--- config.mk ---
export PLATFORM = sky130hd
export DESIGN_NAME = rd_ctrl_fsm
export DESIGN_NICKNAME = d
export VERILOG_FILES = /design/src/logic/rd_ctrl_fsm.sv
export SDC_FILE = /design/constraint.sdc
export NUM_CORES = 1
export LEC_CHECK = 0
export BUFFER_PORTS_ARGS = -buffer_cell sky130_fd_sc_hd__buf_2
export CAP_MARGIN = 20
export CORE_AREA = 2 2 39 41
export CTS_CLUSTER_DIAMETER = 100
export DETAILED_ROUTE_END_ITERATION = 16
export DIE_AREA = 0 0 41 43
export GPL_TIMING_DRIVEN = 0
export HOLD_SLACK_MARGIN = 0.03
export MAX_ROUTING_LAYER = met4
export PLACE_DENSITY = 0.33
export SYNTH_ARGS = -nofsm -noshare
export SYNTH_HDL_FRONTEND = slang
export SYNTH_SLANG_ARGS = --single-unit
--- constraint.sdc ---
create_clock -name i_clk -period 1.3 [get_ports i_clk]
set_input_delay 0.26 -clock i_clk [delete_from_list [all_inputs] [get_ports i_clk]]
set_output_delay 0.26 -clock i_clk [all_outputs]
set_load 0.03 [all_outputs]
--- src/logic/rd_ctrl_fsm.sv ---
// Read burst controller
// Sequences address capture and acknowledge, the latency wait and the
// data phase, returning to idle once the last beat has been taken

`default_nettype none

module rd_ctrl_fsm (
    input  wire  i_clk,
    input  wire  i_reset_n,
    input  wire  i_arvalid,
    input  wire  i_timer_done,
    input  wire  i_last_accepted,
    output logic o_arready,
    output logic o_capture,
    output logic o_timer_start,
    output logic o_data_phase
);

    // State encodings
    localparam logic [1:0] ST_IDLE    = 2'd0;
    localparam logic [1:0] ST_ACK     = 2'd1;
    localparam logic [1:0] ST_LATENCY = 2'd2;
    localparam logic [1:0] ST_DATA    = 2'd3;

    logic [1:0] state;
    logic [1:0] state_next;

    // ==================================================================
    // State register
    // ==================================================================
    always_ff @(posedge i_clk) begin
        if (!i_reset_n) begin
            state <= ST_IDLE;
        end else begin
            state <= state_next;
        end
    end

    // ==================================================================
    // Next state
    // ==================================================================
    always_comb begin
        state_next = state;
        case (state)
            ST_IDLE: begin
                if (i_arvalid) begin
                    state_next = ST_ACK;
                end
            end
            // Single acknowledge cycle, timer armed here
            ST_ACK: begin
                state_next = ST_LATENCY;
            end
            ST_LATENCY: begin
                if (i_timer_done) begin
                    state_next = ST_DATA;
                end
            end
            // Stay until the rlast beat transfers
            ST_DATA: begin
                if (i_last_accepted) begin
                    state_next = ST_IDLE;
                end
            end
            default: begin
                state_next = ST_IDLE;
            end
        endcase
    end

    // Fields are taken the first cycle arvalid is seen in idle
    assign o_capture     = (state == ST_IDLE) && i_arvalid;
    assign o_arready     = (state == ST_ACK);
    assign o_timer_start = (state == ST_ACK);
    assign o_data_phase  = (state == ST_DATA);

endmodule : rd_ctrl_fsm

`default_nettype wire

==> impl_results.md <==
- Routing usage on met3: 3.14%
- Final nets: 44
- Clk_skew: 0.00553 ns
- Crit path required time: 1.04 ns
- CP Launch Type: flop
- Post-synthesis sequential area ratio: 22.9%
- Hold Vio Cnt, Final: 0
- Peak VDD IR: 0.629 mV
- Global Route Usage Sum: 6.36%
- Internal power: 0.000493 W
- Dpl ws: -0.0333 ns
- PD cells: 2430 mW/mm2
- Die X: 41 um
- H-Tree Depth: 1
- First-pass GRT wire length: 676 um
- Syn Std Cell Area: 175 um2
- Worst skew pair latency: 0.22 ns
- Layout fillers: 152
- Clock sink count: 2
- Fin cells: 49
- Status: complete, no violations
- Vias/cell: 3.59
- Nature of the critical path endpoint: output pin
- Comb pwr share: 69.2%
- Synth cell types: 11
- Post-route DRC violation count: 0
- Detail Route Antenna Nets: 0
- Most used routing layer in global routing: met2
- Compound-Gate Fraction of Synth Area: 17.9%
- Die Y: 43 um
- Starting Density: 12.7%
- Placed Cells: 43
- Max FFs per register: 2
- Leak: 0.159 nW
- Regs by FF count: state x2
- Core ar.: 0.00138 mm2
- Clock power frac: 16.4%
- Layout area overhead: 97.1%
- Max-cap viol count: 0
- Antenna fix cells: 0
- Routed wire length per instance: 9.04 um
- Final setup fails: 0
- CTS clock-pin slew for the worst setup and hold paths: 0.03 ns
- Post-route minimum period: 1.29 ns
- Top reg by flops: state
- Layout cells sized above 1: 75.8%
- Max FO, Critical Path: 3
- Xor and xnor area share after synthesis: 0%
- Total routed wirelength: 443 um
- Multiplexer share of the synthesized area: 5.71%
- Mean area per synthesized cell: 9.22 um2
- Met2 usage: 7.81%
- Number of antenna violations at the first check in global routing: 0
- Net Sw Frac: 41.3%
- Dpl cell area: 235 um2
- Worst Path Arrival: 1.03 ns
- Rows: 14
- CTS Buffer Depth: 2
- Sequential cell fraction of total power: 14.4%
- Worst-Margin Slew: 0.244 ns
- Final worst slack: 0.00838 ns
- HPWL Detailed: 288 um
- GR Overflow Total: 0
- Cells after Synth: 19
- Largest net degree at the start of global routing: 4
- Syn. warnings: 0
- Die Area: 0.00176 mm2
- Fin. max-slew vios: 0
- RD Place Congestion: 0.502
- DRT iter0 DRCs: 0
- Pwr Total: 0.000840 W
- Post-synth net total: 28
- Fin crit share: 99.4%
- Root buffer cell: clkbuf_4
- Slew headroom: 83.8%
- Crit Path Class: reg -> out
- I/O pin count: 9
- Number of synthesized register bits: 2
- Fmax: 774 MHz
- Number of global-route vias before repair: 176
- DR pass1 iterations: 1
- Input/output buffers: 8
- Met1 Resource Use GR: 7.01%
- P_sw: 0.000347 W
- CTS tree: done
- Post-synthesis simple-gate area fraction: 12.1%
- Hold_buf cts: 0
- Worst hold slack: 0.322 ns
- Synth Area in Adders: 28.6%
- Largest family of logic cells by synthesized area: adder cells
- DR vias: 176
- Final Cell Area: 345 um2
- Worst min path class: in -> reg
- TritonCTS buffer count: 3
- RSZ-0062 raised after global routing: true
[through the flow]
step	TNS (ns)	util, %
floorplan	0	-
global placement	0	17.0
detailed placement	-0.0333	17.0
CTS	-0.00299	24.1
global route	-0.0938	25.0
finish	0	25.0
[routing by layer]
metal / vias up / routed length [um]
met1: 78 / 193
met3: 0 / 52
met5: - / 0
li1: 89 / -
met4: 0 / 0
met2: 9 / 197
[layout by cell type, fill, tap and decap left out]
| master | Yosys | layout |
|---|---|---|
| o31a_1 | 1 | 1 |
| ha_1 | 4 | 1 |
| ha_4 | 0 | 2 |
| and2_4 | 0 | 1 |
| mux2i_1 | 1 | 1 |
| a221oi_4 | 0 | 1 |
| nor2b_4 | 0 | 1 |
| inv_1 | 4 | 2 |
| o21a_1 | 1 | 1 |
| clkbuf_4 | 0 | 3 |
| buf_6 | 0 | 2 |
| inv_2 | 0 | 2 |
| buf_4 | 1 | 5 |
| buf_2 | 0 | 5 |
| dfxtp_2 | 0 | 2 |
| ha_2 | 0 | 1 |
| nand2_1 | 2 | 2 |
[kinds of logic after synthesis]
| logic type | count (synthesis) |
|---|---|
| compound gates | 3 |
| simple gates | 4 |
| buf+inv | 5 |
| fa+ha+maj | 4 |
| mux | 1 |
| flops | 2 |
[power by group through the flow]
stage               clock (W)  combinational (W)  sequential [W]
global route         0.000159           0.000635        0.000126
global placement            0           0.000355        0.000122
CTS                  0.000146           0.000545        0.000119
detailed placement          0           0.000358        0.000125
finish               0.000137           0.000581        0.000121
floorplan                   0           0.000293        0.000114
[layout make-up]
cell class | instances | area [um2] | share of cell area [%]
Clock buffer | 3 | 22.5 | 6.52
Timing Repair Buffer | 11 | 77.6 | 22.5
Tap cell | 16 | 20.0 | 5.80
Buffer | 1 | 7.51 | 2.17
Multi-Input combinational cell | 12 | 160 | 46.4
Inverter | 4 | 15.0 | 4.35
Sequential cell | 2 | 42.5 | 12.3
[worst paths after layout]
path / startpoint / to / slack [ns] / cells past startpoint
max: state[0] / o_capture / 0.008 / 4
min: i_reset_n / state[1] / 0.32 / 3
max reg2reg: state[0] / state[1] / 0.02 / 5
min reg2reg: state[1] / state[1] / 0.61 / 3
[worst max-delay path: stages (launching register included)]
cell and delay, ns:
dfxtp_2 0.34, inv_2 0.06, ha_4 0.15, and2_4 0.13, buf_6 0.13
[cells in the mapped netlist]
| cell type | number | area [um2] |
|---|---|---|
| ha_1 | 4 | 50.1 |
| inv_1 | 4 | 15.0 |
| dfxtp_1 | 2 | 40.0 |
| nand2_1 | 2 | 7.51 |
| a221oi_2 | 1 | 15.0 |
| and2_2 | 1 | 7.51 |
| buf_4 | 1 | 7.51 |
| mux2i_1 | 1 | 10.0 |
| nor2b_1 | 1 | 6.26 |
| o21a_1 | 1 | 7.51 |
| o31a_1 | 1 | 8.76 |
[repair_timing]
action,4_1_cts,5_1_grt
buffers inserted,3,0
hold endpoints to repair,0,0
setup endpoints to repair,4,4
pin swaps,1,0
resized for setup,15,4
cloned,0,0
No activity file was read; power rests on OpenSTA's default activity.
