[config.mk]
export PLATFORM = sky130hd
export DESIGN_NAME = latency_timer
export DESIGN_NICKNAME = d
export VERILOG_FILES = /design/src/logic/axi_mem_pkg.sv /design/src/logic/latency_timer.sv
export SDC_FILE = /design/constraint.sdc
export NUM_CORES = 1
export LEC_CHECK = 0
export BUFFER_PORTS_ARGS = -buffer_cell sky130_fd_sc_hd__buf_2
export CAP_MARGIN = 20
export CORE_AREA = 2 2 39 41
export DETAILED_ROUTE_END_ITERATION = 12
export DIE_AREA = 0 0 41 43
export RECOVER_POWER = 25
export SETUP_SLACK_MARGIN = 0.2
export SLEW_MARGIN = 10
export SYNTH_ARGS = -nofsm -noshare
export SYNTH_HDL_FRONTEND = slang
export SYNTH_SLANG_ARGS = --single-unit
[constraint.sdc]
create_clock -name i_clk -period 2.6 [get_ports i_clk]
set_input_delay 0.39 -clock i_clk [delete_from_list [all_inputs] [get_ports i_clk]]
set_output_delay 0.39 -clock i_clk [all_outputs]
set_load 0.02 [all_outputs]
[src/mem_init.hex]
// One 256-bit line per row, word 7 first; rows 0-15 left block, rows 16-31 right block
5a0007ff5a0006ff5a0005ff5a0004ff5a0003ff5a0002ff5a0001ff5a0000ff
5a0107fe5a0106fe5a0105fe5a0104fe5a0103fe5a0102fe5a0101fe5a0100fe
5a0207fd5a0206fd5a0205fd5a0204fd5a0203fd5a0202fd5a0201fd5a0200fd
5a0307fc5a0306fc5a0305fc5a0304fc5a0303fc5a0302fc5a0301fc5a0300fc
5a0407fb5a0406fb5a0405fb5a0404fb5a0403fb5a0402fb5a0401fb5a0400fb
5a0507fa5a0506fa5a0505fa5a0504fa5a0503fa5a0502fa5a0501fa5a0500fa
5a0607f95a0606f95a0605f95a0604f95a0603f95a0602f95a0601f95a0600f9
5a0707f85a0706f85a0705f85a0704f85a0703f85a0702f85a0701f85a0700f8
5a0807f75a0806f75a0805f75a0804f75a0803f75a0802f75a0801f75a0800f7
5a0907f65a0906f65a0905f65a0904f65a0903f65a0902f65a0901f65a0900f6
5a0a07f55a0a06f55a0a05f55a0a04f55a0a03f55a0a02f55a0a01f55a0a00f5
5a0b07f45a0b06f45a0b05f45a0b04f45a0b03f45a0b02f45a0b01f45a0b00f4
5a0c07f35a0c06f35a0c05f35a0c04f35a0c03f35a0c02f35a0c01f35a0c00f3
5a0d07f25a0d06f25a0d05f25a0d04f25a0d03f25a0d02f25a0d01f25a0d00f2
5a0e07f15a0e06f15a0e05f15a0e04f15a0e03f15a0e02f15a0e01f15a0e00f1
5a0f07f05a0f06f05a0f05f05a0f04f05a0f03f05a0f02f05a0f01f05a0f00f0
5b1007ef5b1006ef5b1005ef5b1004ef5b1003ef5b1002ef5b1001ef5b1000ef
5b1107ee5b1106ee5b1105ee5b1104ee5b1103ee5b1102ee5b1101ee5b1100ee
5b1207ed5b1206ed5b1205ed5b1204ed5b1203ed5b1202ed5b1201ed5b1200ed
5b1307ec5b1306ec5b1305ec5b1304ec5b1303ec5b1302ec5b1301ec5b1300ec
5b1407eb5b1406eb5b1405eb5b1404eb5b1403eb5b1402eb5b1401eb5b1400eb
5b1507ea5b1506ea5b1505ea5b1504ea5b1503ea5b1502ea5b1501ea5b1500ea
5b1607e95b1606e95b1605e95b1604e95b1603e95b1602e95b1601e95b1600e9
5b1707e85b1706e85b1705e85b1704e85b1703e85b1702e85b1701e85b1700e8
5b1807e75b1806e75b1805e75b1804e75b1803e75b1802e75b1801e75b1800e7
5b1907e65b1906e65b1905e65b1904e65b1903e65b1902e65b1901e65b1900e6
5b1a07e55b1a06e55b1a05e55b1a04e55b1a03e55b1a02e55b1a01e55b1a00e5
5b1b07e45b1b06e45b1b05e45b1b04e45b1b03e45b1b02e45b1b01e45b1b00e4
5b1c07e35b1c06e35b1c05e35b1c04e35b1c03e35b1c02e35b1c01e35b1c00e3
5b1d07e25b1d06e25b1d05e25b1d04e25b1d03e25b1d02e25b1d01e25b1d00e2
5b1e07e15b1e06e15b1e05e15b1e04e15b1e03e15b1e02e15b1e01e15b1e00e1
5b1f07e05b1f06e05b1f05e05b1f04e05b1f03e05b1f02e05b1f01e05b1f00e0

[src/logic/axi_mem_pkg.sv]
// AXI4 read-only GFP8 memory responder shared definitions
// Bus widths, memory geometry, latency and response codes

`default_nettype none

package axi_mem_pkg;

    // ==================================================================
    // AXI4 read channel widths
    // ==================================================================
    localparam int DATA_WIDTH = 256;
    // GDDR6 NoC style byte address
    localparam int ADDR_WIDTH = 42;
    localparam int ID_WIDTH   = 8;
    localparam int LEN_WIDTH  = 8;
    localparam int SIZE_WIDTH = 3;

    // ==================================================================
    // Memory geometry
    // ==================================================================
    // Two GFP8 blocks, left then right
    localparam int LINES_PER_BLOCK  = 16;
    localparam int NUM_BLOCKS       = 2;
    localparam int MEM_LINES        = LINES_PER_BLOCK * NUM_BLOCKS;
    localparam int MEM_IDX_WIDTH    = $clog2(MEM_LINES);
    // 32 bytes per 256-bit line
    localparam int LINE_OFFSET_BITS = 5;
    localparam int LINE_ADDR_WIDTH  = 16;

    // Modelled read latency in clock cycles
    localparam int READ_LATENCY_CYCLES = 2;
    localparam int TIMER_WIDTH         = $clog2(READ_LATENCY_CYCLES + 1);

    localparam logic [1:0] RESP_OKAY = 2'b00;

    // Preload image, left block lines first
    localparam string MEM_INIT_FILE = "/design/src/mem_init.hex";

endpackage : axi_mem_pkg

`default_nettype wire
[src/logic/latency_timer.sv]
// Read latency timer
// Cleared by a start pulse, then counts up to the modelled latency
// and holds done until the next start

`default_nettype none

module latency_timer
    import axi_mem_pkg::*;
(
    input  wire  i_clk,
    input  wire  i_reset_n,
    input  wire  i_start,
    output logic o_done
);

    logic [TIMER_WIDTH-1:0] count;
    logic                   running;

    always_ff @(posedge i_clk) begin
        if (!i_reset_n) begin
            count   <= '0;
            running <= 1'b0;
        end else if (i_start) begin
            // Restart from zero, any old done is dropped
            count   <= '0;
            running <= 1'b1;
        end else if (running && !o_done) begin
            count <= count + 1'b1;
        end
    end

    // Count freezes at the limit, so done stays up
    assign o_done = running && (count == TIMER_WIDTH'(READ_LATENCY_CYCLES));

endmodule : latency_timer

`default_nettype wire

==> flow_summary.rst, run 1 <==
.. list-table::
   :header-rows: 1

   * - Metric
     - Value
   * - Run status
     - finished clean
   * - CTS H-tree lvls
     - 1
   * - Delay of the slowest cell on the worst path
     - 330 ps
   * - Sum of negative setup slack
     - 0 ps
   * - WS Path Type
     - reg2out
   * - Measured slew at the worst slew-check pin
     - 132 ps
   * - Internal reg-to-reg setup slack
     - 1530 ps
   * - Synthesis Warnings
     - 0
   * - Yosys top cell area share
     - 0.432
   * - Clock latency on the worst-skew pair
     - 230 ps
   * - Min-Delay Endpoint
     - running
   * - Setup clock skew after layout
     - 4.34 ps
   * - Maximum capacitance violations
     - 0
   * - Max-Slew Margin vs Limit
     - 0.911
   * - Hold WC Path Type
     - in2reg
   * - Number of clock buffers inserted by TritonCTS
     - 3
   * - Commonest non-fill, non-tap cells in the layout
     - 3 x sky130_fd_sc_hd__clkbuf_4, 3 x sky130_fd_sc_hd__dfxtp_1, 3 x sky130_fd_sc_hd__buf_2
   * - Total number of placement rows
     - 14
   * - Vert. Die Dim
     - 43 um
   * - Final cycle utilization of the critical path
     - 0.590
   * - Remaining design rule violation count
     - 0
   * - Vias
     - 109
   * - Number of fillers in the final layout
     - 160
   * - Root buf cell
     - sky130_fd_sc_hd__clkbuf_4
   * - Crit path max-delay cell type
     - sky130_fd_sc_hd__dfxtp_1
   * - CP Capture Type
     - primary output
   * - Count of antenna diodes in the layout
     - 0
   * - Post-cts sizing count
     - 0
   * - Post-Syn Area
     - 139 um2
   * - Number of global-route vias before repair
     - 111
   * - Floorplan die area
     - 0.00176 mm2
   * - Pin count of the biggest net entering global routing
     - 4
   * - Fmax achieved
     - 652 MHz
   * - Data required, critical path
     - 2210 ps
   * - Number of antenna violations at the first check in global routing
     - 0
   * - Type of origin of the critical path
     - flip-flop
   * - Dominant delay contributor by cell family on the critical path
     - flip-flops
   * - Overall power of the completed layout
     - 0.000145 W
   * - Final weighted congestion in routability-driven placement
     - 0.509
   * - Clk buf depth
     - 2
   * - Reg-to-Reg Start
     - count[0]
   * - Top-Level Pins
     - 4
   * - Clock transition at the registers of the reported paths
     - 40 ps
   * - P&R area growth vs syn
     - 44.1%
   * - Proportion of synthesized chip area in sequential cells
     - 0.432
   * - Worst Hold Margin
     - 369 ps
   * - Capture point of the worst reg-to-reg path
     - count[1]
   * - Wire length of the first global-routing pass
     - 420 um
   * - Static Leakage
     - 0.0813 nW
   * - Start point of the worst min-delay path
     - i_start
   * - Count of buffering cells on the critical path with inverters included
     - 2
   * - Wire length per cell
     - 5.94 um
   * - Critical-path maximum fanout
     - 2
   * - Number of design-rule violations left by the first detailed-router iteration
     - 2
   * - Core Area
     - 0.00138 mm2
   * - Floorplan die width
     - 41 um
   * - Cell count of the worst hold path
     - 2
   * - Flip-flop and latch count after synthesis
     - 3
   * - Number of hold buffers added after cts
     - 0
   * - Clock Sinks
     - 3
   * - First-pass iteration count of the detailed router
     - 2
   * - GRT Total Usage
     - 0.0460
   * - Total global routing overflow
     - 0
   * - Final-report setup violation count
     - 0
   * - Final max-slew violation count
     - 0
   * - Mean area per synthesized cell
     - 10.7 um2
   * - Fin nets
     - 25
   * - Power density over cell area
     - 723 mW/mm2
   * - Area leader, netlist
     - sky130_fd_sc_hd__dfxtp_1
   * - Number of port buffers
     - 3
   * - Post-synthesis net count
     - 17
   * - Routed WL
     - 214 um
   * - Setup repair after global routing missed its margin
     - no
   * - Cell count after synthesis
     - 13
   * - Final Critical Period
     - 1530 ps
   * - Number of cells on the worst reg-to-reg path
     - 5
   * - Post-CTS Repair Setup Buffers
     - 0
   * - Antenna-violating nets left
     - 0
   * - Share of cells above drive strength 1
     - 0.400
   * - Per-cell via count in the routed design
     - 3.03
   * - Initial cell density of the core
     - 0.100
   * - Worst IR drop on VDD
     - 0.102 mV
   * - Final core utilization
     - 0.145
   * - Cell-by-cell trace of the critical path
     - inv_1 -> ha_1 -> and2_1 -> buf_2
   * - Data arrival, critical path
     - 1140 ps
   * - Number of hold-slack violations in the final timing report
     - 0
   * - Main area contributors after synthesis
     - sky130_fd_sc_hd__dfxtp_1 43%, sky130_fd_sc_hd__nor2b_4 9.9%, sky130_fd_sc_hd__a211oi_2 9.0%
   * - Clock tree from TritonCTS
     - done
   * - Synth cell types
     - 10
-- synthesized netlist by cell type --
cell / instances
sky130_fd_sc_hd__xnor2_1: 1
sky130_fd_sc_hd__nand2b_1: 1
sky130_fd_sc_hd__ha_1: 1
sky130_fd_sc_hd__o21a_1: 1
sky130_fd_sc_hd__a211oi_2: 1
sky130_fd_sc_hd__and2_1: 1
sky130_fd_sc_hd__nor2b_4: 1
sky130_fd_sc_hd__dfxtp_1: 3
sky130_fd_sc_hd__inv_1: 1
sky130_fd_sc_hd__nor2_1: 2
-- power by group --
part / switching (W) / leakage, nW / total, W / internal, W
Clock: 0.0000236 / 0.0150 / 0.0000810 / 0.0000575
Sequential: 0.00000148 / 0.0247 / 0.0000504 / 0.0000489
Combinational: 0.00000615 / 0.0417 / 0.0000134 / 0.00000725
-- worst register-to-register path: stages, from the launching register on --
cell and delay (ps):
sky130_fd_sc_hd__dfxtp_1 330, sky130_fd_sc_hd__inv_1 50, sky130_fd_sc_hd__ha_1 230, sky130_fd_sc_hd__nor2b_4 150
sky130_fd_sc_hd__nor2_1 70, sky130_fd_sc_hd__a211oi_2 180
-- metal layers --
metal / part of all wire / GRT usage / vias up
li1: - / - / 57
met1: 0.38 / 0.0414 / 47
met2: 0.54 / 0.0375 / 5
met3: 0.075 / 0.0471 / 0
met4: 0 / 0.0800 / 0
met5: 0 / 0 / -
-- layout make-up --
| type | count | area, um2 | share of cell area |
|---|---|---|---|
| Inverter | 1 | 3.75 | 0.0188 |
| Timing Repair Buffer | 3 | 15.0 | 0.0750 |
| Tap cell | 16 | 20.0 | 0.100 |
| Clock buffer | 4 | 26.3 | 0.131 |
| Sequential cell | 3 | 60.1 | 0.300 |
| Multi-Input combinational cell | 9 | 75.1 | 0.375 |
-- kinds of logic after synthesis --
logic type / share of synthesized area
AO/OA/AOI/OAI: 0.144
adder cells (fa/ha/maj): 0.0901
flip-flops: 0.432
XOR/XNOR: 0.0631
AND/OR/NAND/NOR: 0.243
buffers and inverters: 0.0270
-- stage by stage --
step / area (um2) / cells / setup slack (ps)
final: 200 / 36 / 1070
after global routing: 200 / 36 / 990
after CTS: 200 / 36 / 1050
after detailed placement: 174 / 32 / 1300
after global placement: 174 / 32 / 1310
after floorplan: 139 / 13 / 1400
-- worst max-delay path by stage --
stage	from	endpoint	slack, ps	depth (start not counted)
2_1_floorplan	count[0]	o_done	1400	3
3_3_place_gp	count[0]	o_done	1310	4
4_1_cts	count[0]	o_done	1050	4
5_1_grt	count[0]	o_done	990	4
6_report	count[0]	o_done	1070	4
3_5_place_dp	count[0]	o_done	1300	4
-- state kept, by name (all words and copies together), names as in the netlist --
name,flops
running,1
count,2
(Power assumes the default switching activity.)
==> run 2, diff against run 1 <==
- clock period: 2.6 -> 1.4 ns (I/O delays scaled with it)
==> run 2 against run 1 <==
Effect of this change: utilization increased by 2.7 points; non-clock buffer count increased by 2; hold slack got worse by 180 ps; cell area increased by 19%; register-to-register slack got worse by 1200 ps; setup slack got worse by 880 ps; critical path depth unchanged; die area unchanged; largest power group unchanged.
==> flow_summary.rst, run 2 (same netlist as run 1, synthesis figures left out) <==
.. list-table::
   :header-rows: 1

   * - Metric
     - Value
   * - Final non-filler cell total
     - 38
   * - Final cycle utilization of the critical path
     - 0.868
   * - Final weighted congestion in routability-driven placement
     - 0.505
   * - Global-route met3 utilization
     - 0.0314
   * - Fmax achieved
     - 823 MHz
   * - Critical-path maximum fanout
     - 2
   * - Number of port buffers
     - 3
   * - Worst Hold Margin
     - 187 ps
   * - Wire length per cell
     - 6.42 um
   * - Floorplan die area
     - 0.00176 mm2
   * - Share of cells above drive strength 1
     - 0.636
   * - Register bank with the most flops
     - count
   * - Post-route standard cell area excluding fillers
     - 238 um2
   * - Floorplan die width
     - 41 um
   * - Final core utilization
     - 0.172
   * - Reg-to-Reg Start
     - count[0]
   * - Crit path launch
     - count[0]
   * - Pin count of the biggest net entering global routing
     - 4
   * - Core Area
     - 0.00138 mm2
   * - Setup clock skew after layout
     - 2.06 ps
   * - Most used routing layer
     - met4
   * - Final Critical Period
     - 1220 ps
   * - Number of design-rule violations left by the first detailed-router iteration
     - 2
   * - Maximum capacitance violations
     - 0
   * - Wire length of the first global-routing pass
     - 469 um
   * - Number of cells after detailed placement
     - 32
   * - Measured slew at the worst slew-check pin
     - 134 ps
   * - Root buf cell
     - sky130_fd_sc_hd__clkbuf_4
   * - Clock tree from TritonCTS
     - done
   * - Static Leakage
     - 0.0953 nW
   * - Global-route met1 utilization
     - 0.0446
   * - Fin nets
     - 27
   * - Commonest non-fill, non-tap cells in the layout
     - 3 x sky130_fd_sc_hd__clkbuf_4, 2 x sky130_fd_sc_hd__nor2_1, 2 x sky130_fd_sc_hd__dfxtp_1, 2 x sky130_fd_sc_hd__buf_2, 2 x sky130_fd_sc_hd__buf_4
   * - CTS H-tree lvls
     - 1
   * - Number of hold-slack violations in the final timing report
     - 0
   * - Most common cell after layout, fill and taps aside
     - sky130_fd_sc_hd__clkbuf_4
   * - Total number of placement rows
     - 14
   * - Met2 routing resource usage after global routing
     - 0.0469
   * - CP Capture Type
     - primary output
   * - Number of hold buffers added after cts
     - 0
   * - Antenna-violating nets left
     - 0
   * - Remaining design rule violation count
     - 0
   * - Routed WL
     - 244 um
   * - Top flop regs
     - count x2, running x1
   * - Final max-slew violation count
     - 0
   * - Final-report setup violation count
     - 0
   * - Delay of the slowest cell on the worst path
     - 320 ps
   * - Clock transition at the registers of the reported paths
     - 40 ps
   * - Number of fillers in the final layout
     - 160
   * - Total global routing overflow
     - 0
   * - Internal reg-to-reg setup slack
     - 320 ps
   * - Data required, critical path
     - 1190 ps
   * - Clock latency on the worst-skew pair
     - 230 ps
   * - Initial cell density of the core
     - 0.100
   * - Cell-by-cell trace of the critical path
     - inv_2 -> ha_4 -> and2_4 -> buf_6
   * - P&R area growth vs syn
     - 71.2%
   * - Number of clock buffers inserted by TritonCTS
     - 3
   * - First-pass iteration count of the detailed router
     - 2
   * - Power density over cell area
     - 1170 mW/mm2
   * - Cell area after placement
     - 174 um2
   * - Data arrival, critical path
     - 1010 ps
   * - Per-cell via count in the routed design
     - 3.13
   * - Capture point of the worst reg-to-reg path
     - count[1]
   * - Worst setup path endpoint
     - o_done
   * - Clk buf depth
     - 2
   * - Clock Sinks
     - 3
   * - Type of origin of the critical path
     - flip-flop
   * - Number of cells on the worst reg-to-reg path
     - 6
   * - Number of flip-flops in the largest register
     - 2
   * - Hold WC Path Type
     - in2reg
   * - Worst IR drop on VDD
     - 0.290 mV
   * - Crit path max-delay cell type
     - sky130_fd_sc_hd__dfxtp_2
   * - Number of global-route vias before repair
     - 114
   * - Sum of negative setup slack
     - 0 ps
   * - WS Path Type
     - reg2out
   * - Count of antenna diodes in the layout
     - 0
   * - Vert. Die Dim
     - 43 um
   * - Run status
     - finished clean
   * - Vias
     - 119
   * - Number of antenna violations at the first check in global routing
     - 0
   * - GRT Total Usage
     - 0.0501
   * - Top-Level Pins
     - 4
   * - Max-Slew Margin vs Limit
     - 0.910
   * - Setup repair after global routing missed its margin
     - yes
run 2: changes by cell type in the layout (fill, tap and decap cells not counted), sizes merged:
| cell | before | now |
|---|---|---|
| buf | 3 | 5 |
run 2: report_power, final:
group,total (W),switching [W],internal (W)
registers,0.0000947,0.00000368,0.0000911
clock network,0.000151,0.0000443,0.000107
logic,0.0000319,0.0000129,0.0000190
total,0.000278,0.0000609,0.000217
run 2: metal layers:
metal / routed length (um) / share of wire / vias to the layer above
met3: 12 / 0.049 / 2
met5: 0 / 0 / -
met2: 126 / 0.52 / 5
met1: 91 / 0.37 / 53
met4: 13 / 0.053 / 0
li1: - / - / 59
run 2: what timing repair did:
action | CTS | global route
buffers inserted | 2 | 0
pin swaps | 1 | 0
gates cloned | 0 | 0
endpoints found under the setup margin | 1 | 1
resized for setup | 7 | 0
run 2: layout make-up:
type | count | area [um2] | area share
repair buffers | 5 | 36.3 | 0.153
inverters | 1 | 3.75 | 0.0158
flip-flops and latches | 3 | 61.3 | 0.258
clock buffers | 4 | 26.3 | 0.111
well taps | 16 | 20.0 | 0.0842
multi-input cells | 9 | 90.1 | 0.379
run 2: worst min path at each step:
stage | startpoint | end | slack, ps | depth (start not counted)
6_report | i_start | running | 190 | 2
5_1_grt | i_start | running | 180 | 2
4_1_cts | i_start | running | 180 | 2
3_5_place_dp | i_start | running | 420 | 2
3_3_place_gp | i_start | running | 420 | 2
2_1_floorplan | i_start | running | 320 | 1
run 2: through the flow:
step | setup slack [ps] | total power [W]
finish | 184 | 0.000278
CTS | 175 | 0.000287
global route | 125 | 0.000304
floorplan | 382 | 0.000114
detailed placement | 282 | 0.000120
global placement | 293 | 0.000119
run 2: worst max-delay path, delay by kind of cell (launching register included):
kind | cells | cell delay [ps]
fa+ha+maj | 1 | 140
buf+inv | 2 | 160
flops | 1 | 320
simple gates | 1 | 150
==> run 3, diff against run 2 <==
- SLEW_MARGIN: 10 -> 15
- clock period: 1.4 -> 1.06 ns (I/O delays scaled with it)
==> run 3 against run 2 <==
Effect of this change: the flow now finishes with violations (setup timing); routed wire length is 17% lower; first-iteration DRC count is 100% lower; cell count stayed put; hold slack worse by 46 ps; critical endpoint unchanged; largest power group unchanged; highest routed layer is now met3.
==> flow_summary.rst, run 3 (same netlist as run 1, synthesis figures left out) <==
.. list-table::
   :header-rows: 1

   * - Metric
     - Value
   * - Vias
     - 114
   * - Flop pwr share
     - 0.347
   * - Top flop regs
     - count x2, running x1
   * - Top-Level Pins
     - 4
   * - Clock transition at the registers of the reported paths
     - 30 ps
   * - Combined area of the multi-input logic cells
     - 92.6 um2
   * - Final cycle utilization of the critical path
     - 1.09
   * - Internal
     - 0.000286 W
   * - Maximum capacitance violations
     - 0
   * - Wire length of the first global-routing pass
     - 379 um
   * - Final max-slew violation count
     - 0
   * - Fmax achieved
     - 868 MHz
   * - Per-cell via count in the routed design
     - 3.00
   * - Data arrival, critical path
     - 990 ps
   * - Total number of placement rows
     - 14
   * - Floorplan die area
     - 0.00176 mm2
   * - Number of fillers in the final layout
     - 152
   * - Final weighted congestion in routability-driven placement
     - 0.520
   * - Final Worst Setup Slack
     - -91.6 ps
   * - Root buf cell
     - sky130_fd_sc_hd__clkbuf_4
   * - Total global routing overflow
     - 0
   * - Measured slew at the worst slew-check pin
     - 151 ps
   * - Static Leakage
     - 0.0955 nW
   * - Number of global-route vias before repair
     - 117
   * - Final Critical Period
     - 1150 ps
   * - Floorplan die width
     - 41 um
   * - Fin nets
     - 27
   * - Overall power of the completed layout
     - 0.000361 W
   * - Setup clock skew after layout
     - 0.0243 ps
   * - P&R area growth vs syn
     - 73.0%
   * - Register bank with the most flops
     - count
   * - Clk buf depth
     - 2
   * - Most common cell after layout, fill and taps aside
     - sky130_fd_sc_hd__clkbuf_4
   * - Remaining design rule violation count
     - 0
   * - First-pass iteration count of the detailed router
     - 1
   * - Wire length per cell
     - 5.34 um
   * - Pin count of the biggest net entering global routing
     - 4
   * - Number of flip-flops in the largest register
     - 2
   * - Hold WC Path Type
     - in2reg
   * - Number of design-rule violations left by the first detailed-router iteration
     - 0
   * - Commonest non-fill, non-tap cells in the layout
     - 3 x sky130_fd_sc_hd__clkbuf_4, 2 x sky130_fd_sc_hd__dfxtp_1, 2 x sky130_fd_sc_hd__buf_2, 2 x sky130_fd_sc_hd__buf_4
   * - Number of hold buffers added after cts
     - 0
   * - Max-Slew Margin vs Limit
     - 0.899
   * - Switching fraction of total power
     - 0.207
   * - GRT Total Usage
     - 0.0411
   * - Number of antenna violations at the first check in global routing
     - 0
   * - Power density over cell area
     - 1500 mW/mm2
   * - Number of cells after detailed placement
     - 32
   * - Logic gate share of total power
     - 0.118
   * - Run status
     - finished, violations left
   * - Type of origin of the critical path
     - flip-flop
   * - Share of cells above drive strength 1
     - 0.682
   * - Clock tree from TritonCTS
     - done
   * - Crit path max-delay cell type
     - sky130_fd_sc_hd__dfxtp_2
   * - Routed WL
     - 203 um
   * - Clock latency on the worst-skew pair
     - 230 ps
   * - Number of hold-slack violations in the final timing report
     - 0
   * - Setup repair after global routing missed its margin
     - yes
   * - Internal reg-to-reg setup slack
     - 0 ps
   * - Count of antenna diodes in the layout
     - 0
   * - Data required, critical path
     - 900 ps
   * - Initial cell density of the core
     - 0.100
   * - Final non-filler cell total
     - 38
   * - Core Area
     - 0.00138 mm2
   * - CP Capture Type
     - primary output
   * - Delay of the slowest cell on the worst path
     - 320 ps
   * - WS Path Type
     - reg2out
   * - Vert. Die Dim
     - 43 um
   * - Reg area
     - 61.3 um2
   * - CTS H-tree lvls
     - 1
   * - Violated checks
     - setup timing
   * - Final HPWL DP
     - 171 um
   * - Worst IR drop on VDD
     - 0.305 mV
   * - Net Switching
     - 0.0000746 W
   * - Antenna-violating nets left
     - 0
   * - Sum of negative setup slack
     - -96.2 ps
   * - Final-report setup violation count
     - 2
   * - Critical-path maximum fanout
     - 2
   * - Cell-by-cell trace of the critical path
     - inv_2 -> ha_4 -> and2_4 -> buf_6
   * - Number of port buffers
     - 3
   * - Clock Sinks
     - 3
   * - Clk network pwr share
     - 0.534
   * - Number of clock buffers inserted by TritonCTS
     - 3
run 3: cell counts in the layout (fill, tap and decap cells not counted):
No cell type changed its count.
run 3: path summary, 6_finish.rpt:
kind / start / end / cells after the start
max: count[0] / o_done / 4
min: i_start / running / 2
max reg2reg: count[0] / count[0] / 6
min reg2reg: running / running / 1
run 3: what timing repair did:
item | in CTS | in global routing
pin swaps | 3 | 1
setup endpoints to repair | 3 | 3
cloned | 0 | 0
gates resized for setup | 4 | 0
buffers inserted | 2 | 0
run 3: stage by stage:
step | hold slack, ps | area (um2) | utilization | setup WS (ps)
floorplan | 269 | 154 | - | 139
global placement | 366 | 189 | 0.137 | 61.1
detailed placement | 376 | 189 | 0.137 | 59.8
CTS | 134 | 240 | 0.174 | -107
global route | 143 | 240 | 0.174 | -143
finish | 140 | 240 | 0.174 | -91.6
run 3: routing by layer:
metal	up-vias	wire length, um	part of all wire	GRT usage
met5	-	0	0	0
met4	0	0	0	0.100
met3	0	2	0.0099	0.0157
met2	1	138	0.68	0.0406
met1	53	62	0.31	0.0321
li1	60	-	-	-
run 3: critical path, delay by kind of cell, from the launching register on:
kind / cells / cell delay, ps
buffers and inverters: 2 / 160
adders and majority gates: 1 / 140
and+or+nand+nor: 1 / 150
DFF: 1 / 320
run 3: power groups by stage:
stage | sequential (W) | combinational [W] | clock [W]
3_5_place_dp | 0.000127 | 0.0000367 | 0
3_3_place_gp | 0.000127 | 0.0000357 | 0
4_1_cts | 0.000125 | 0.0000437 | 0.000204
6_report | 0.000125 | 0.0000428 | 0.000193
2_1_floorplan | 0.000126 | 0.0000290 | 0
5_1_grt | 0.000126 | 0.0000473 | 0.000216
run 3: cell type report:
| cell class | instances | share of cell area |
|---|---|---|
| Multi-Input combinational cell | 9 | 0.385 |
| Sequential cell | 3 | 0.255 |
| Timing Repair Buffer | 5 | 0.151 |
| Clock buffer | 4 | 0.109 |
| Tap cell | 16 | 0.0833 |
| Inverter | 1 | 0.0156 |
