`config.mk`:
```
export PLATFORM = sky130hd
export DESIGN_NAME = burst_beat_gen
export DESIGN_NICKNAME = d
export VERILOG_FILES = /design/src/logic/axi_mem_pkg.sv /design/src/logic/burst_beat_gen.sv
export SDC_FILE = /design/constraint.sdc
export NUM_CORES = 1
export LEC_CHECK = 0
export BUFFER_PORTS_ARGS = -buffer_cell sky130_fd_sc_hd__buf_2
export CAP_MARGIN = 20
export CORE_AREA = 2 2 80 75
export CTS_CLUSTER_SIZE = 16
export DETAILED_ROUTE_END_ITERATION = 7
export DIE_AREA = 0 0 82 77
export HOLD_SLACK_MARGIN = 0.02
export PLACE_DENSITY = 0.8
export SLEW_MARGIN = 20
export SYNTH_ARGS = -nofsm -noshare
export SYNTH_HDL_FRONTEND = slang
export SYNTH_SLANG_ARGS = --single-unit
```
`constraint.sdc`:
```
create_clock -name i_clk -period 3.95 [get_ports i_clk]
set_clock_uncertainty 0.1 [all_clocks]
set_input_delay 0 -clock i_clk [delete_from_list [all_inputs] [get_ports i_clk]]
set_output_delay 0 -clock i_clk [all_outputs]
set_load 0.02 [all_outputs]
```
`src/mem_init.hex`:
```
// One 256-bit line per row, word 7 first; rows 0-15 left block, rows 16-31 right block
5a0007ff5a0006ff5a0005ff5a0004ff5a0003ff5a0002ff5a0001ff5a0000ff
5a0107fe5a0106fe5a0105fe5a0104fe5a0103fe5a0102fe5a0101fe5a0100fe
5a0207fd5a0206fd5a0205fd5a0204fd5a0203fd5a0202fd5a0201fd5a0200fd
5a0307fc5a0306fc5a0305fc5a0304fc5a0303fc5a0302fc5a0301fc5a0300fc
5a0407fb5a0406fb5a0405fb5a0404fb5a0403fb5a0402fb5a0401fb5a0400fb
5a0507fa5a0506fa5a0505fa5a0504fa5a0503fa5a0502fa5a0501fa5a0500fa
5a0607f95a0606f95a0605f95a0604f95a0603f95a0602f95a0601f95a0600f9
5a0707f85a0706f85a0705f85a0704f85a0703f85a0702f85a0701f85a0700f8
5a0807f75a0806f75a0805f75a0804f75a0803f75a0802f75a0801f75a0800f7
5a0907f65a0906f65a0905f65a0904f65a0903f65a0902f65a0901f65a0900f6
5a0a07f55a0a06f55a0a05f55a0a04f55a0a03f55a0a02f55a0a01f55a0a00f5
5a0b07f45a0b06f45a0b05f45a0b04f45a0b03f45a0b02f45a0b01f45a0b00f4
5a0c07f35a0c06f35a0c05f35a0c04f35a0c03f35a0c02f35a0c01f35a0c00f3
5a0d07f25a0d06f25a0d05f25a0d04f25a0d03f25a0d02f25a0d01f25a0d00f2
5a0e07f15a0e06f15a0e05f15a0e04f15a0e03f15a0e02f15a0e01f15a0e00f1
5a0f07f05a0f06f05a0f05f05a0f04f05a0f03f05a0f02f05a0f01f05a0f00f0
5b1007ef5b1006ef5b1005ef5b1004ef5b1003ef5b1002ef5b1001ef5b1000ef
5b1107ee5b1106ee5b1105ee5b1104ee5b1103ee5b1102ee5b1101ee5b1100ee
5b1207ed5b1206ed5b1205ed5b1204ed5b1203ed5b1202ed5b1201ed5b1200ed
5b1307ec5b1306ec5b1305ec5b1304ec5b1303ec5b1302ec5b1301ec5b1300ec
5b1407eb5b1406eb5b1405eb5b1404eb5b1403eb5b1402eb5b1401eb5b1400eb
5b1507ea5b1506ea5b1505ea5b1504ea5b1503ea5b1502ea5b1501ea5b1500ea
5b1607e95b1606e95b1605e95b1604e95b1603e95b1602e95b1601e95b1600e9
5b1707e85b1706e85b1705e85b1704e85b1703e85b1702e85b1701e85b1700e8
5b1807e75b1806e75b1805e75b1804e75b1803e75b1802e75b1801e75b1800e7
5b1907e65b1906e65b1905e65b1904e65b1903e65b1902e65b1901e65b1900e6
5b1a07e55b1a06e55b1a05e55b1a04e55b1a03e55b1a02e55b1a01e55b1a00e5
5b1b07e45b1b06e45b1b05e45b1b04e45b1b03e45b1b02e45b1b01e45b1b00e4
5b1c07e35b1c06e35b1c05e35b1c04e35b1c03e35b1c02e35b1c01e35b1c00e3
5b1d07e25b1d06e25b1d05e25b1d04e25b1d03e25b1d02e25b1d01e25b1d00e2
5b1e07e15b1e06e15b1e05e15b1e04e15b1e03e15b1e02e15b1e01e15b1e00e1
5b1f07e05b1f06e05b1f05e05b1f04e05b1f03e05b1f02e05b1f01e05b1f00e0

```
`src/logic/axi_mem_pkg.sv`:
```
// AXI4 read-only GFP8 memory responder shared definitions
// Bus widths, memory geometry, latency and response codes

`default_nettype none

package axi_mem_pkg;

    // ==================================================================
    // AXI4 read channel widths
    // ==================================================================
    localparam int DATA_WIDTH = 256;
    // GDDR6 NoC style byte address
    localparam int ADDR_WIDTH = 42;
    localparam int ID_WIDTH   = 8;
    localparam int LEN_WIDTH  = 8;
    localparam int SIZE_WIDTH = 3;

    // ==================================================================
    // Memory geometry
    // ==================================================================
    // Two GFP8 blocks, left then right
    localparam int LINES_PER_BLOCK  = 16;
    localparam int NUM_BLOCKS       = 2;
    localparam int MEM_LINES        = LINES_PER_BLOCK * NUM_BLOCKS;
    localparam int MEM_IDX_WIDTH    = $clog2(MEM_LINES);
    // 32 bytes per 256-bit line
    localparam int LINE_OFFSET_BITS = 5;
    localparam int LINE_ADDR_WIDTH  = 16;

    // Modelled read latency in clock cycles
    localparam int READ_LATENCY_CYCLES = 2;
    localparam int TIMER_WIDTH         = $clog2(READ_LATENCY_CYCLES + 1);

    localparam logic [1:0] RESP_OKAY = 2'b00;

    // Preload image, left block lines first
    localparam string MEM_INIT_FILE = "/design/src/mem_init.hex";

endpackage : axi_mem_pkg

`default_nettype wire
```
`src/logic/burst_beat_gen.sv`:
```
// INCR burst beat generator
// Holds the captured AR fields, counts beats and forms the byte and
// line address of each beat, with range and last-beat flags

`default_nettype none

module burst_beat_gen
    import axi_mem_pkg::*;
(
    input  wire                        i_clk,
    input  wire                        i_reset_n,
    input  wire                        i_capture,
    input  wire  [ADDR_WIDTH-1:0]      i_araddr,
    input  wire  [ID_WIDTH-1:0]        i_arid,
    input  wire  [LEN_WIDTH-1:0]       i_arlen,
    input  wire  [SIZE_WIDTH-1:0]      i_arsize,
    input  wire                        i_data_phase,
    input  wire                        i_advance,
    output logic                       o_beat,
    output logic [LINE_ADDR_WIDTH-1:0] o_line_idx,
    output logic                       o_in_range,
    output logic                       o_last,
    output logic [ID_WIDTH-1:0]        o_rid
);

    // Captured AR fields
    logic [ADDR_WIDTH-1:0] addr_q;
    logic [ID_WIDTH-1:0]   id_q;
    logic [LEN_WIDTH-1:0]  len_q;
    logic [SIZE_WIDTH-1:0] size_q;

    // Burst progress
    logic [LEN_WIDTH-1:0]  beat_cnt;
    logic                  last_issued;
    logic [ADDR_WIDTH-1:0] byte_addr;

    // ==================================================================
    // AR capture
    // ==================================================================
    always_ff @(posedge i_clk) begin
        if (i_capture) begin
            addr_q <= i_araddr;
            id_q   <= i_arid;
            len_q  <= i_arlen;
            size_q <= i_arsize;
        end
    end

    // ==================================================================
    // Beat counter
    // ==================================================================
    always_ff @(posedge i_clk) begin
        if (!i_reset_n) begin
            beat_cnt    <= '0;
            last_issued <= 1'b0;
        end else if (i_capture) begin
            beat_cnt    <= '0;
            last_issued <= 1'b0;
        end else if (o_beat) begin
            // Counter parks on the final beat
            if (o_last) begin
                last_issued <= 1'b1;
            end else begin
                beat_cnt <= beat_cnt + 1'b1;
            end
        end
    end

    // One beat per advance, never past arlen
    assign o_beat = i_data_phase && i_advance && !last_issued;
    assign o_last = (beat_cnt == len_q);

    // INCR address, step of 1 << arsize bytes
    assign byte_addr = addr_q + (ADDR_WIDTH'(beat_cnt) << size_q);

    // Line index from bits 30:5, kept to its low 16 bits
    assign o_line_idx = byte_addr[LINE_OFFSET_BITS +: LINE_ADDR_WIDTH];
    assign o_in_range = (o_line_idx < LINE_ADDR_WIDTH'(MEM_LINES));

    assign o_rid = id_q;

endmodule : burst_beat_gen

`default_nettype wire

```
==> impl_metrics.env, run 1 <==
export IMPL_outcome="complete, no violations"
export IMPL_internal_power_uw=906.7
export IMPL_grt_usage_pct=18.42
export IMPL_final_cells=423
export IMPL_crit_slowest_cell="edfxtp_1"
export IMPL_htreeDepth=2
export IMPL_fin_crit_sh_pct=98.19
export IMPL_ios=93
export IMPL_clockRootBuffer="clkbuf_8"
export IMPL_cts_clk_slew_worst_paths_ns=0.08
export IMPL_hpwl_um=3791
export IMPL_fin_crit_ns=3.878
export IMPL_crit_cells=15
export IMPL_grt_max_degree=42
export IMPL_critPathBufInv=3
export IMPL_vias=2180
export IMPL_slew_viol_final=0
export IMPL_synth_edf_count=40
export IMPL_syn_area_per_cell_um2=11.35
export IMPL_synthArstFlopShare_pct=0
export IMPL_dr_pass1_iters=4
export IMPL_total_power_mw=1.235
export IMPL_dieArea_um2=6314
export IMPL_clock_sinks=49
export IMPL_worst_pin_slew_ns=0.8757
export IMPL_globalplace_congestion=0.8529
export IMPL_power_per_cell_area_nw_per_um2=335.1
export IMPL_syn_num_nets=315
export IMPL_crit_arrival_ns=3.78
export IMPL_final_nets=433
export IMPL_grt_util_met2_pct=30.08
export IMPL_fin_ws_ns=0.07168
export IMPL_min_path_cells=3
export IMPL_r2r_end="beat_cnt[6]$_SDFFE_PP0P_"
export IMPL_port_buffers=71
export IMPL_wl_per_cell_um=14.05
export IMPL_grt_met3_usage_pct=3.647
export IMPL_pwr_share_comb_pct=21.7
export IMPL_leakage_nw=1.520
export IMPL_yosysTopAreaCell="edfxtp_1"
export IMPL_core_area_um2=5465
export IMPL_grt_pass1_wl_um=8949
export IMPL_ir_drop_mv=0.2743
export IMPL_first_global_vias=1972
export IMPL_crit_chain="buf_4 -> mux2i_2 -> nand2_1 -> o21ai_1 -> mux2i_1 -> ha_1 -> o211ai_1 -> a211o_1 -> o22ai_2 -> a41oi_4 -> o21ai_4 -> buf_12 -> nand3_1 -> xnor2_1 -> buf_2"
export IMPL_dpl_worst_slack_ns=0.3217
export IMPL_cts_made_buffers=5
export IMPL_insertion_delay_ns=0.30
export IMPL_crit_family="compound AO/OA/AOI/OAI gates"
export IMPL_ant_nets=0
export IMPL_synth_yosys_seq_area_share_pct=52.00
export IMPL_placed_cells=368
export IMPL_hold_path_class="in -> reg"
export IMPL_timing_rr_start="beat_cnt[3]$_SDFFE_PP0P_"
export IMPL_syn_area_um2=2656
export IMPL_clock_fmax_mhz=257.8
export IMPL_drt_wl_total_um=5945
export IMPL_fin_util_pct=67.45
export IMPL_antenna_cells_inserted=0
export IMPL_grt_overflow_total=0
export IMPL_path_max_fanout=7
export IMPL_rows=26
export IMPL_sw_frac_of_total_pct=26.60
export IMPL_vias_per_cell=5.154
export IMPL_start_util_pct=48.60
export IMPL_yosys_warnings=0
export IMPL_r2r_cells=7
export IMPL_min_from="i_reset_n"
export IMPL_max_stage_delay_ns=0.51
export IMPL_crit_required_ns=3.85
export IMPL_max_slew_margin_pct=41.17
export IMPL_cts_buffer_depth=2
export IMPL_drtIter0Drc=118
export IMPL_critPathKind="reg -> out"
export IMPL_use_met1_pct=24.17
export IMPL_synth_seq_cells=49
export IMPL_busiest_layer="met2"
export IMPL_synthTopCellsByArea="edfxtp_1 (45%), ha_1 (7.1%), dfxtp_1 (6.8%)"
export IMPL_drcViolationCount=0
export IMPL_min_to="beat_cnt[2]$_SDFFE_PP0P_"
export IMPL_maxCapViolations=0
export IMPL_cp_end_kind="output pin"
export IMPL_reg2reg_slack_ns=1.82
export IMPL_hold_viol=0
export IMPL_synth_main_ff_cell="edfxtp_1"
export IMPL_setup_viol=0
export IMPL_p_sw_uw=328.5
export IMPL_area_growth_pct=38.77
export IMPL_final_layout_size_suffix_gt1_share_pct=28.33
export IMPL_pwr_share_clk_pct=28.4
export IMPL_synth_top_area_share_pct=45.22
export IMPL_die_y_um=77
export IMPL_seqPwrFrac_pct=49.9
export IMPL_antenna_found_initial=0
export IMPL_crit_path_start_kind="flip-flop"
export IMPL_synth_cells=234
export IMPL_die_x_um=82
export IMPL_synth_cell_types=42
export IMPL_cts_tree="yes"
-- through the flow --
stage	setup TNS [ns]	hold WS, ns	instance area, µm²
CTS	0	0.05894	3611
global route	-0.1368	0.08206	3686
finish	0	0.04935	3686
global placement	0	0.07678	3079
detailed placement	0	0.07809	3079
floorplan	0	-0.001131	2656
-- placed cells by master (no fill, tap or decap), types with 2 or more instances in the layout --
master | Yosys | routed
a21oi_1 | 10 | 10
a31oi_1 | 2 | 2
and2_1 | 4 | 4
buf_2 | 1 | 71
buf_4 | 0 | 6
clkbuf_8 | 0 | 5
dfxtp_1 | 9 | 9
dlygate4sd3_1 | 0 | 42
edfxtp_1 | 40 | 40
ha_1 | 15 | 15
inv_1 | 5 | 5
mux2_2 | 3 | 3
mux2i_1 | 10 | 8
mux2i_2 | 0 | 2
nand2_1 | 25 | 25
nand3_1 | 3 | 3
nand4_1 | 9 | 9
nor2_1 | 22 | 22
nor3_1 | 4 | 4
o21ai_0 | 9 | 8
o21bai_1 | 3 | 3
o22ai_1 | 2 | 2
o31ai_1 | 2 | 2
xnor2_1 | 18 | 18
xor2_1 | 11 | 11
-- power by group through the flow --
stage	clock, mW	combinational, mW	sequential (mW)
finish	0.350	0.268	0.616
global route	0.378	0.289	0.620
CTS	0.353	0.256	0.617
detailed placement	0	0.224	0.628
global placement	0	0.218	0.627
floorplan	0	0.143	0.629
-- metal layers --
metal / part of all wire (%) / wire length [µm]
met5: 0 / 0
met2: 48 / 2874
met1: 42 / 2520
met3: 6.0 / 355
met4: 3.3 / 195
-- sequential cells by signal, summed over array words and instances, names as in the netlist --
| signal | count |
|---|---|
| addr_q | 21 |
| beat_cnt | 8 |
| last_issued | 1 |
| len_q | 8 |
| o_rid | 8 |
| size_q | 3 |
-- cell families (layout without fill, tap and decap cells) --
group | Yosys count | count (layout) | synth area share (%)
AND/OR/NAND/NOR | 74 | 74 | 13.24
flip-flops | 49 | 49 | 52.00
AO/OA/AOI/OAI | 39 | 39 | 10.65
XOR/XNOR | 29 | 29 | 9.562
adder cells (fa/ha/maj) | 15 | 15 | 7.065
multiplexers | 14 | 14 | 5.464
buffers and inverters | 14 | 133 | 2.025
-- synth_stat cells (2+ instances only) --
cell type / n
a21oi_1: 10
a31oi_1: 2
and2_1: 4
buf_1: 2
clkbuf_1: 6
dfxtp_1: 9
edfxtp_1: 40
ha_1: 15
inv_1: 5
mux2_2: 3
mux2i_1: 10
nand2_1: 25
nand3_1: 3
nand4_1: 9
nor2_1: 22
nor3_1: 4
o21ai_0: 9
o21bai_1: 3
o22ai_1: 2
o31ai_1: 2
xnor2_1: 18
xor2_1: 11
-- worst register-to-register path, cell delays in order (launching register included) --
cell and delay [ns]:
dfxtp_1 0.51, xnor2_1 0.12, nand4_1 0.10, nor2_1 0.06, nor3_1 0.68, nand4_1 0.22
xor2_1 0.18, nor2_1 0.05
-- final cells by class --
cell class | count | area, µm²
inverters | 5 | 18.77
well taps | 70 | 87.58
clock buffers | 5 | 68.82
flip-flops and latches | 49 | 1381
multi-input cells | 171 | 1247
repair buffers | 120 | 840.8
clock inverters | 3 | 41.29
fillers | 405 | 1779
-- what timing repair did --
action | in CTS | in global routing
buffers inserted | 0 | 5
hold endpoints to repair | 41 | 0
pin swaps | 0 | 4
hold buffers | 42 | 0
gates resized for setup | 1 | 5
setup endpoints to repair | 1 | 7
-- worst max-delay path by stage --
stage,end,slack (ns),from
floorplan,o_in_range,0.52,size_q[1]$_DFFE_PP_
global placement,o_in_range,0.40,size_q[1]$_DFFE_PP_
detailed placement,o_in_range,0.32,size_q[1]$_DFFE_PP_
CTS,o_in_range,0.02,size_q[1]$_DFFE_PP_
global route,o_line_idx[13],-0.08,size_q[1]$_DFFE_PP_
finish,o_line_idx[13],0.07,size_q[1]$_DFFE_PP_
(Power assumes the default switching activity.)
==> inputs of run 2 (changes only) <==
--- a/config.mk
+++ b/config.mk
@@ -12,7 +12,7 @@
 export DETAILED_ROUTE_END_ITERATION = 7
 export DIE_AREA = 0 0 82 77
 export HOLD_SLACK_MARGIN = 0.02
-export PLACE_DENSITY = 0.8
+export PLACE_DENSITY = 0.78
 export SLEW_MARGIN = 20
 export SYNTH_ARGS = -nofsm -noshare
 export SYNTH_HDL_FRONTEND = slang
==> run 2 against run 1 <==
Sequential share of layout area is 0.46 points higher. Non-clock buffer count did not move. First-iteration DRC count decreased by 48%. Core utilization down 0.82 points. Via count decreased by 2.9%. Critical path depth is 2 lower. Clock power decreased by 13%. Maximum frequency rose by 3.9%. Setup slack better by 0.15 ns. Count of clock-buffer cells in the layout is the same. Global-route usage is 0.060 points lower.
==> impl_metrics.env, run 2 (synthesis results as in run 1) <==
export IMPL_dieArea_um2=6314
export IMPL_die_x_um=82
export IMPL_crit_arrival_ns=3.63
export IMPL_wl_per_cell_um=13.50
export IMPL_rows=26
export IMPL_core_area_um2=5465
export IMPL_final_common_cell="buf_2"
export IMPL_top_layer="met4"
export IMPL_first_global_vias=2014
export IMPL_grt_pass1_wl_um=8949
export IMPL_globalplace_congestion=0.8296
export IMPL_hold_viol=0
export IMPL_cts_tree="yes"
export IMPL_max_slew_margin_pct=38.78
export IMPL_clock_sinks=49
export IMPL_wl_met3_um=209
export IMPL_layout_common_cells="buf_2 (71), dlygate4sd3_1 (42), edfxtp_1 (40)"
export IMPL_setup_viol=0
export IMPL_vias_per_cell=5.002
export IMPL_grt_usage_pct=18.36
export IMPL_fin_crit_ns=3.733
export IMPL_clock_fmax_mhz=267.9
export IMPL_grt_max_degree=42
export IMPL_antenna_found_initial=0
export IMPL_maxCapViolations=0
export IMPL_cp_end_kind="output pin"
export IMPL_start_util_pct=48.60
export IMPL_hpwl_um=3898
export IMPL_area_growth_pct=37.07
export IMPL_critPathKind="reg -> out"
export IMPL_worst_pin_slew_ns=0.9112
export IMPL_antenna_cells_inserted=0
export IMPL_holdWs_ns=0.05638
export IMPL_place_area_um2=3079
export IMPL_placed_cells=368
export IMPL_rsz0062_at_grt="no"
export IMPL_cts_buffer_depth=2
export IMPL_final_cells=423
export IMPL_n_fill_cell=429
export IMPL_drt_wl_total_um=5712
export IMPL_slew_viol_final=0
export IMPL_crit_path_start_kind="flip-flop"
export IMPL_largest_register="addr_q"
export IMPL_port_buffers=71
export IMPL_drtIter0Drc=61
export IMPL_leakage_nw=1.510
export IMPL_max_stage_delay_ns=0.39
export IMPL_cts_made_buffers=5
export IMPL_final_layout_size_suffix_gt1_share_pct=28.33
export IMPL_tns_ns=0
export IMPL_ir_drop_mv=0.2482
export IMPL_wl_met2_um=2834
export IMPL_clockRootBuffer="clkbuf_8"
export IMPL_insertion_delay_ns=0.30
export IMPL_htreeDepth=2
export IMPL_largest_reg_flops=21
export IMPL_drcViolationCount=0
export IMPL_ios=93
export IMPL_crit_slowest_cell="edfxtp_1"
export IMPL_finish_instance_area_um2=3641
export IMPL_power_per_cell_area_nw_per_um2=324.6
export IMPL_final_nets=433
export IMPL_fin_util_pct=66.62
export IMPL_ant_nets=0
export IMPL_cts_clk_slew_worst_paths_ns=0.09
export IMPL_dr_pass1_iters=4
export IMPL_vias=2116
export IMPL_path_max_fanout=8
export IMPL_outcome="complete, no violations"
export IMPL_crit_chain="buf_4 -> mux2_2 -> o21ai_0 -> mux2i_1 -> ha_1 -> nand4_1 -> a211o_1 -> o22ai_2 -> a41oi_4 -> o21ai_4 -> mux2i_2 -> and4bb_1 -> buf_2"
export IMPL_die_y_um=77
export IMPL_crit_required_ns=3.85
export IMPL_wl_met1_um=2620
export IMPL_fin_crit_sh_pct=94.50
export IMPL_hold_path_class="in -> reg"
export IMPL_grt_overflow_total=0
## run 2: cell count changes in the layout (fill, tap and decap cells not counted), sizes merged
cell | previous run | this run
inv | 5 | 7
clkinv | 1 | 0
bufinv | 1 | 0
## run 2: final cells by class
type | count | area (µm²) | share of cell area [%]
Tap cell | 70 | 87.58 | 2.405
Clock inverter | 3 | 25.02 | 0.6873
Clock buffer | 5 | 68.82 | 1.890
Timing Repair Buffer | 120 | 828.3 | 22.75
Inverter | 5 | 18.77 | 0.5155
Multi-Input combinational cell | 171 | 1231 | 33.81
Sequential cell | 49 | 1381 | 37.94
## run 2: path summary, 6_finish.rpt
path	endpoint	cells after the start	from	slack (ns)
setup reg to reg	beat_cnt[7]$_SDFFE_PP0P_	7	beat_cnt[0]$_SDFFE_PP0P_	1.79
hold / removal	beat_cnt[4]$_SDFFE_PP0P_	3	i_reset_n	0.06
setup / recovery	o_in_range	13	size_q[1]$_DFFE_PP_	0.22
hold reg to reg	beat_cnt[1]$_SDFFE_PP0P_	2	beat_cnt[1]$_SDFFE_PP0P_	0.53
## run 2: stage by stage
step / power (mW) / worst slack (ns)
2_1_floorplan: 0.7719 / 0.5197
3_3_place_gp: 0.8448 / 0.2705
3_5_place_dp: 0.8528 / 0.1621
4_1_cts: 1.182 / 0.06970
5_1_grt: 1.240 / 0.01239
6_report: 1.182 / 0.2174
## run 2: critical path: cells and delay by family (launching register included)
family                   cells  cell delay [ns]
AO/OA/AOI/OAI                5             1.15
buffers and inverters        2             0.33
flip-flops                   1             0.39
AND/OR/NAND/NOR              2             0.34
adder cells (fa/ha/maj)      1             0.37
multiplexers                 3             0.75
## run 2: repair_timing
| action | CTS | global route |
|---|---|---|
| hold buffers | 42 | 0 |
| buffers inserted | 1 | 4 |
| pin swaps | 0 | 4 |
| hold endpoints to repair | 41 | 0 |
| endpoints found under the setup margin | 4 | 6 |
| resized for setup | 1 | 3 |
## run 2: power breakdown
| part | internal (mW) | switching [mW] |
|---|---|---|
| Clock | 0.129 | 0.174 |
| Combinational | 0.121 | 0.141 |
| Sequential | 0.596 | 0.0195 |
## run 2: routing by layer
metal	global-route usage, %	up-vias
li1	-	1085
met1	24.08	971
met2	31.14	56
met3	2.824	4
met4	5.167	0
met5	0	-
==> inputs of run 3 (changes only) <==
--- a/config.mk
+++ b/config.mk
@@ -13,7 +13,7 @@
 export DIE_AREA = 0 0 82 77
 export HOLD_SLACK_MARGIN = 0.02
 export PLACE_DENSITY = 0.78
-export SLEW_MARGIN = 20
+export SLEW_MARGIN = 25
 export SYNTH_ARGS = -nofsm -noshare
 export SYNTH_HDL_FRONTEND = slang
 export SYNTH_SLANG_ARGS = --single-unit
==> constraint.sdc (replaced) <==
create_clock -name i_clk -period 3.95 [get_ports i_clk]
set_clock_uncertainty 0.1 [all_clocks]
set_input_delay 0 -clock i_clk [delete_from_list [all_inputs] [get_ports i_clk]]
set_output_delay 0 -clock i_clk [all_outputs]
set_load 0.1 [all_outputs]
==> run 3 against run 2 <==
Hold slack improved by 0.0034 ns. Critical path depth stayed put. Largest cell class unchanged. Sequential cell count is the same. Clock power up 26%. Final cell count increased by 2.8%. Largest power group unchanged.
==> impl_metrics.env, run 3 (synthesis results as in run 1) <==
export IMPL_outcome="complete, no violations"
export IMPL_core_area_um2=5465
export IMPL_placed_cells=371
export IMPL_cts_buffer_depth=2
export IMPL_drt_wl_total_um=6296
export IMPL_crit_arrival_ns=3.73
export IMPL_worst_pin_slew_ns=0.9406
export IMPL_crit_slowest_cell="edfxtp_1"
export IMPL_final_layout_size_suffix_gt1_share_pct=35.89
export IMPL_fin_util_pct=73.21
export IMPL_hpwl_um=4065
export IMPL_ir_drop_mv=0.2643
export IMPL_fin_crit_ns=3.828
export IMPL_grt_met3_usage_pct=3.647
export IMPL_first_global_vias=2175
export IMPL_cts_made_buffers=5
export IMPL_grt_overflow_total=0
export IMPL_insertion_delay_ns=0.30
export IMPL_die_y_um=77
export IMPL_layout_common_cells="buf_2 (64), dlygate4sd3_1 (42), edfxtp_1 (40)"
export IMPL_vias_per_cell=5.106
export IMPL_vias=2221
export IMPL_min_to="beat_cnt[5]$_SDFFE_PP0P_"
export IMPL_reg2reg_slack_ns=1.72
export IMPL_die_x_um=82
export IMPL_largest_register="addr_q"
export IMPL_n_fill_cell=368
export IMPL_wl_per_cell_um=14.47
export IMPL_place_area_um2=3271
export IMPL_cts_clk_slew_worst_paths_ns=0.09
export IMPL_htreeDepth=2
export IMPL_crit_chain="buf_6 -> mux2_4 -> o21ai_1 -> mux2i_1 -> ha_2 -> nand4_1 -> a211o_1 -> o22ai_4 -> a41oi_4 -> o21ai_4 -> mux2i_2 -> and4bb_1 -> buf_12"
export IMPL_r2r_end="beat_cnt[7]$_SDFFE_PP0P_"
export IMPL_path_max_fanout=5
export IMPL_grt_max_degree=42
export IMPL_clockRootBuffer="clkbuf_8"
export IMPL_timing_rr_start="beat_cnt[3]$_SDFFE_PP0P_"
export IMPL_clock_sinks=49
export IMPL_cts_tree="yes"
export IMPL_cp_end_kind="output pin"
export IMPL_ios=93
export IMPL_area_growth_pct=50.64
export IMPL_grt_usage_pct=20.11
export IMPL_total_power_mw=1.521
export IMPL_final_nets=445
export IMPL_largest_reg_flops=21
export IMPL_rows=26
export IMPL_final_cells=435
export IMPL_final_common_cell="buf_2"
export IMPL_max_stage_delay_ns=0.45
export IMPL_maxCapViolations=0
export IMPL_ff_latch_area_um2=1381
export IMPL_leakage_nw=1.682
export IMPL_critPathKind="reg -> out"
export IMPL_hold_viol=0
export IMPL_globalplace_congestion=0.8043
export IMPL_crit_required_ns=3.85
export IMPL_dr_pass1_iters=4
export IMPL_antenna_found_initial=0
export IMPL_min_from="i_reset_n"
export IMPL_drcViolationCount=0
export IMPL_busiest_layer="met2"
export IMPL_r2r_cells=7
export IMPL_hold_path_class="in -> reg"
export IMPL_grt_pass1_wl_um=9715
export IMPL_fin_crit_sh_pct=96.90
export IMPL_grt_util_met2_pct=35.69
export IMPL_max_slew_margin_pct=36.81
export IMPL_start_util_pct=48.60
export IMPL_finish_instance_area_um2=4001
export IMPL_use_met1_pct=24.35
export IMPL_min_path_cells=3
export IMPL_crit_path_start_kind="flip-flop"
export IMPL_ant_nets=0
export IMPL_port_buffers=71
export IMPL_clock_fmax_mhz=261.3
export IMPL_power_per_cell_area_nw_per_um2=380.1
export IMPL_slew_viol_final=0
export IMPL_multiInputGateArea_um2=1371
export IMPL_setup_viol=0
export IMPL_dieArea_um2=6314
export IMPL_antenna_cells_inserted=0
export IMPL_drtIter0Drc=126
-- run 3: per-stage QoR --
| step | hold slack (ns) | TNS (ns) | setup WS [ns] |
|---|---|---|---|
| 2_1_floorplan | -0.001131 | -0.7172 | -0.3623 |
| 6_report | 0.05974 | 0 | 0.1225 |
| 4_1_cts | 0.04608 | 0 | 0.01134 |
| 3_5_place_dp | 0.07810 | 0 | 0.2248 |
| 3_3_place_gp | 0.07630 | 0 | 0.3519 |
| 5_1_grt | 0.1129 | -0.4948 | -0.1260 |
-- run 3: power by group --
part	internal [mW]	switching, mW
Combinational	0.159	0.362
Sequential	0.596	0.0209
Clock	0.210	0.173
-- run 3: worst max-delay path, delay by kind of cell (launching register included) --
kind,cells,cell delay (ns)
AO/OA/AOI/OAI,5,1.14
multiplexers,3,0.69
flip-flops,1,0.45
AND/OR/NAND/NOR,2,0.41
adder cells (fa/ha/maj),1,0.38
buffers and inverters,2,0.35
-- run 3: how the worst max path moves through the flow --
stage,start,end,slack [ns],depth (start not counted)
after floorplan,size_q[1]$_DFFE_PP_,o_in_range,-0.36,13
after CTS,size_q[1]$_DFFE_PP_,o_in_range,0.01,14
after global placement,size_q[1]$_DFFE_PP_,o_in_range,0.35,12
final,size_q[1]$_DFFE_PP_,o_in_range,0.12,13
after detailed placement,size_q[1]$_DFFE_PP_,o_in_range,0.22,14
after global routing,size_q[1]$_DFFE_PP_,o_in_range,-0.13,15
-- run 3: timing repair --
action / CTS / global route
buffers inserted: 3 / 10
pin swaps: 1 / 13
cloned: 0 / 1
endpoints found under the setup margin: 5 / 9
gates resized for setup: 2 / 21
hold buffers: 42 / 0
hold endpoints to repair: 41 / 0
-- run 3: final cells by class --
type / count / share of cell area [%]
clock buffer: 6 / 2.064
clock inverter: 2 / 1.032
inverter: 5 / 0.4690
multi-input combinational: 171 / 34.27
sequential: 49 / 34.52
tap: 70 / 2.189
timing repair buffer: 132 / 25.45
-- run 3: layer usage --
layer,up-vias,part of all wire (%),wire length (µm)
li1,1111,-,-
met1,1041,42,2624
met2,62,52,3269
met3,7,4.9,310
met4,0,1.4,91
met5,-,0,0
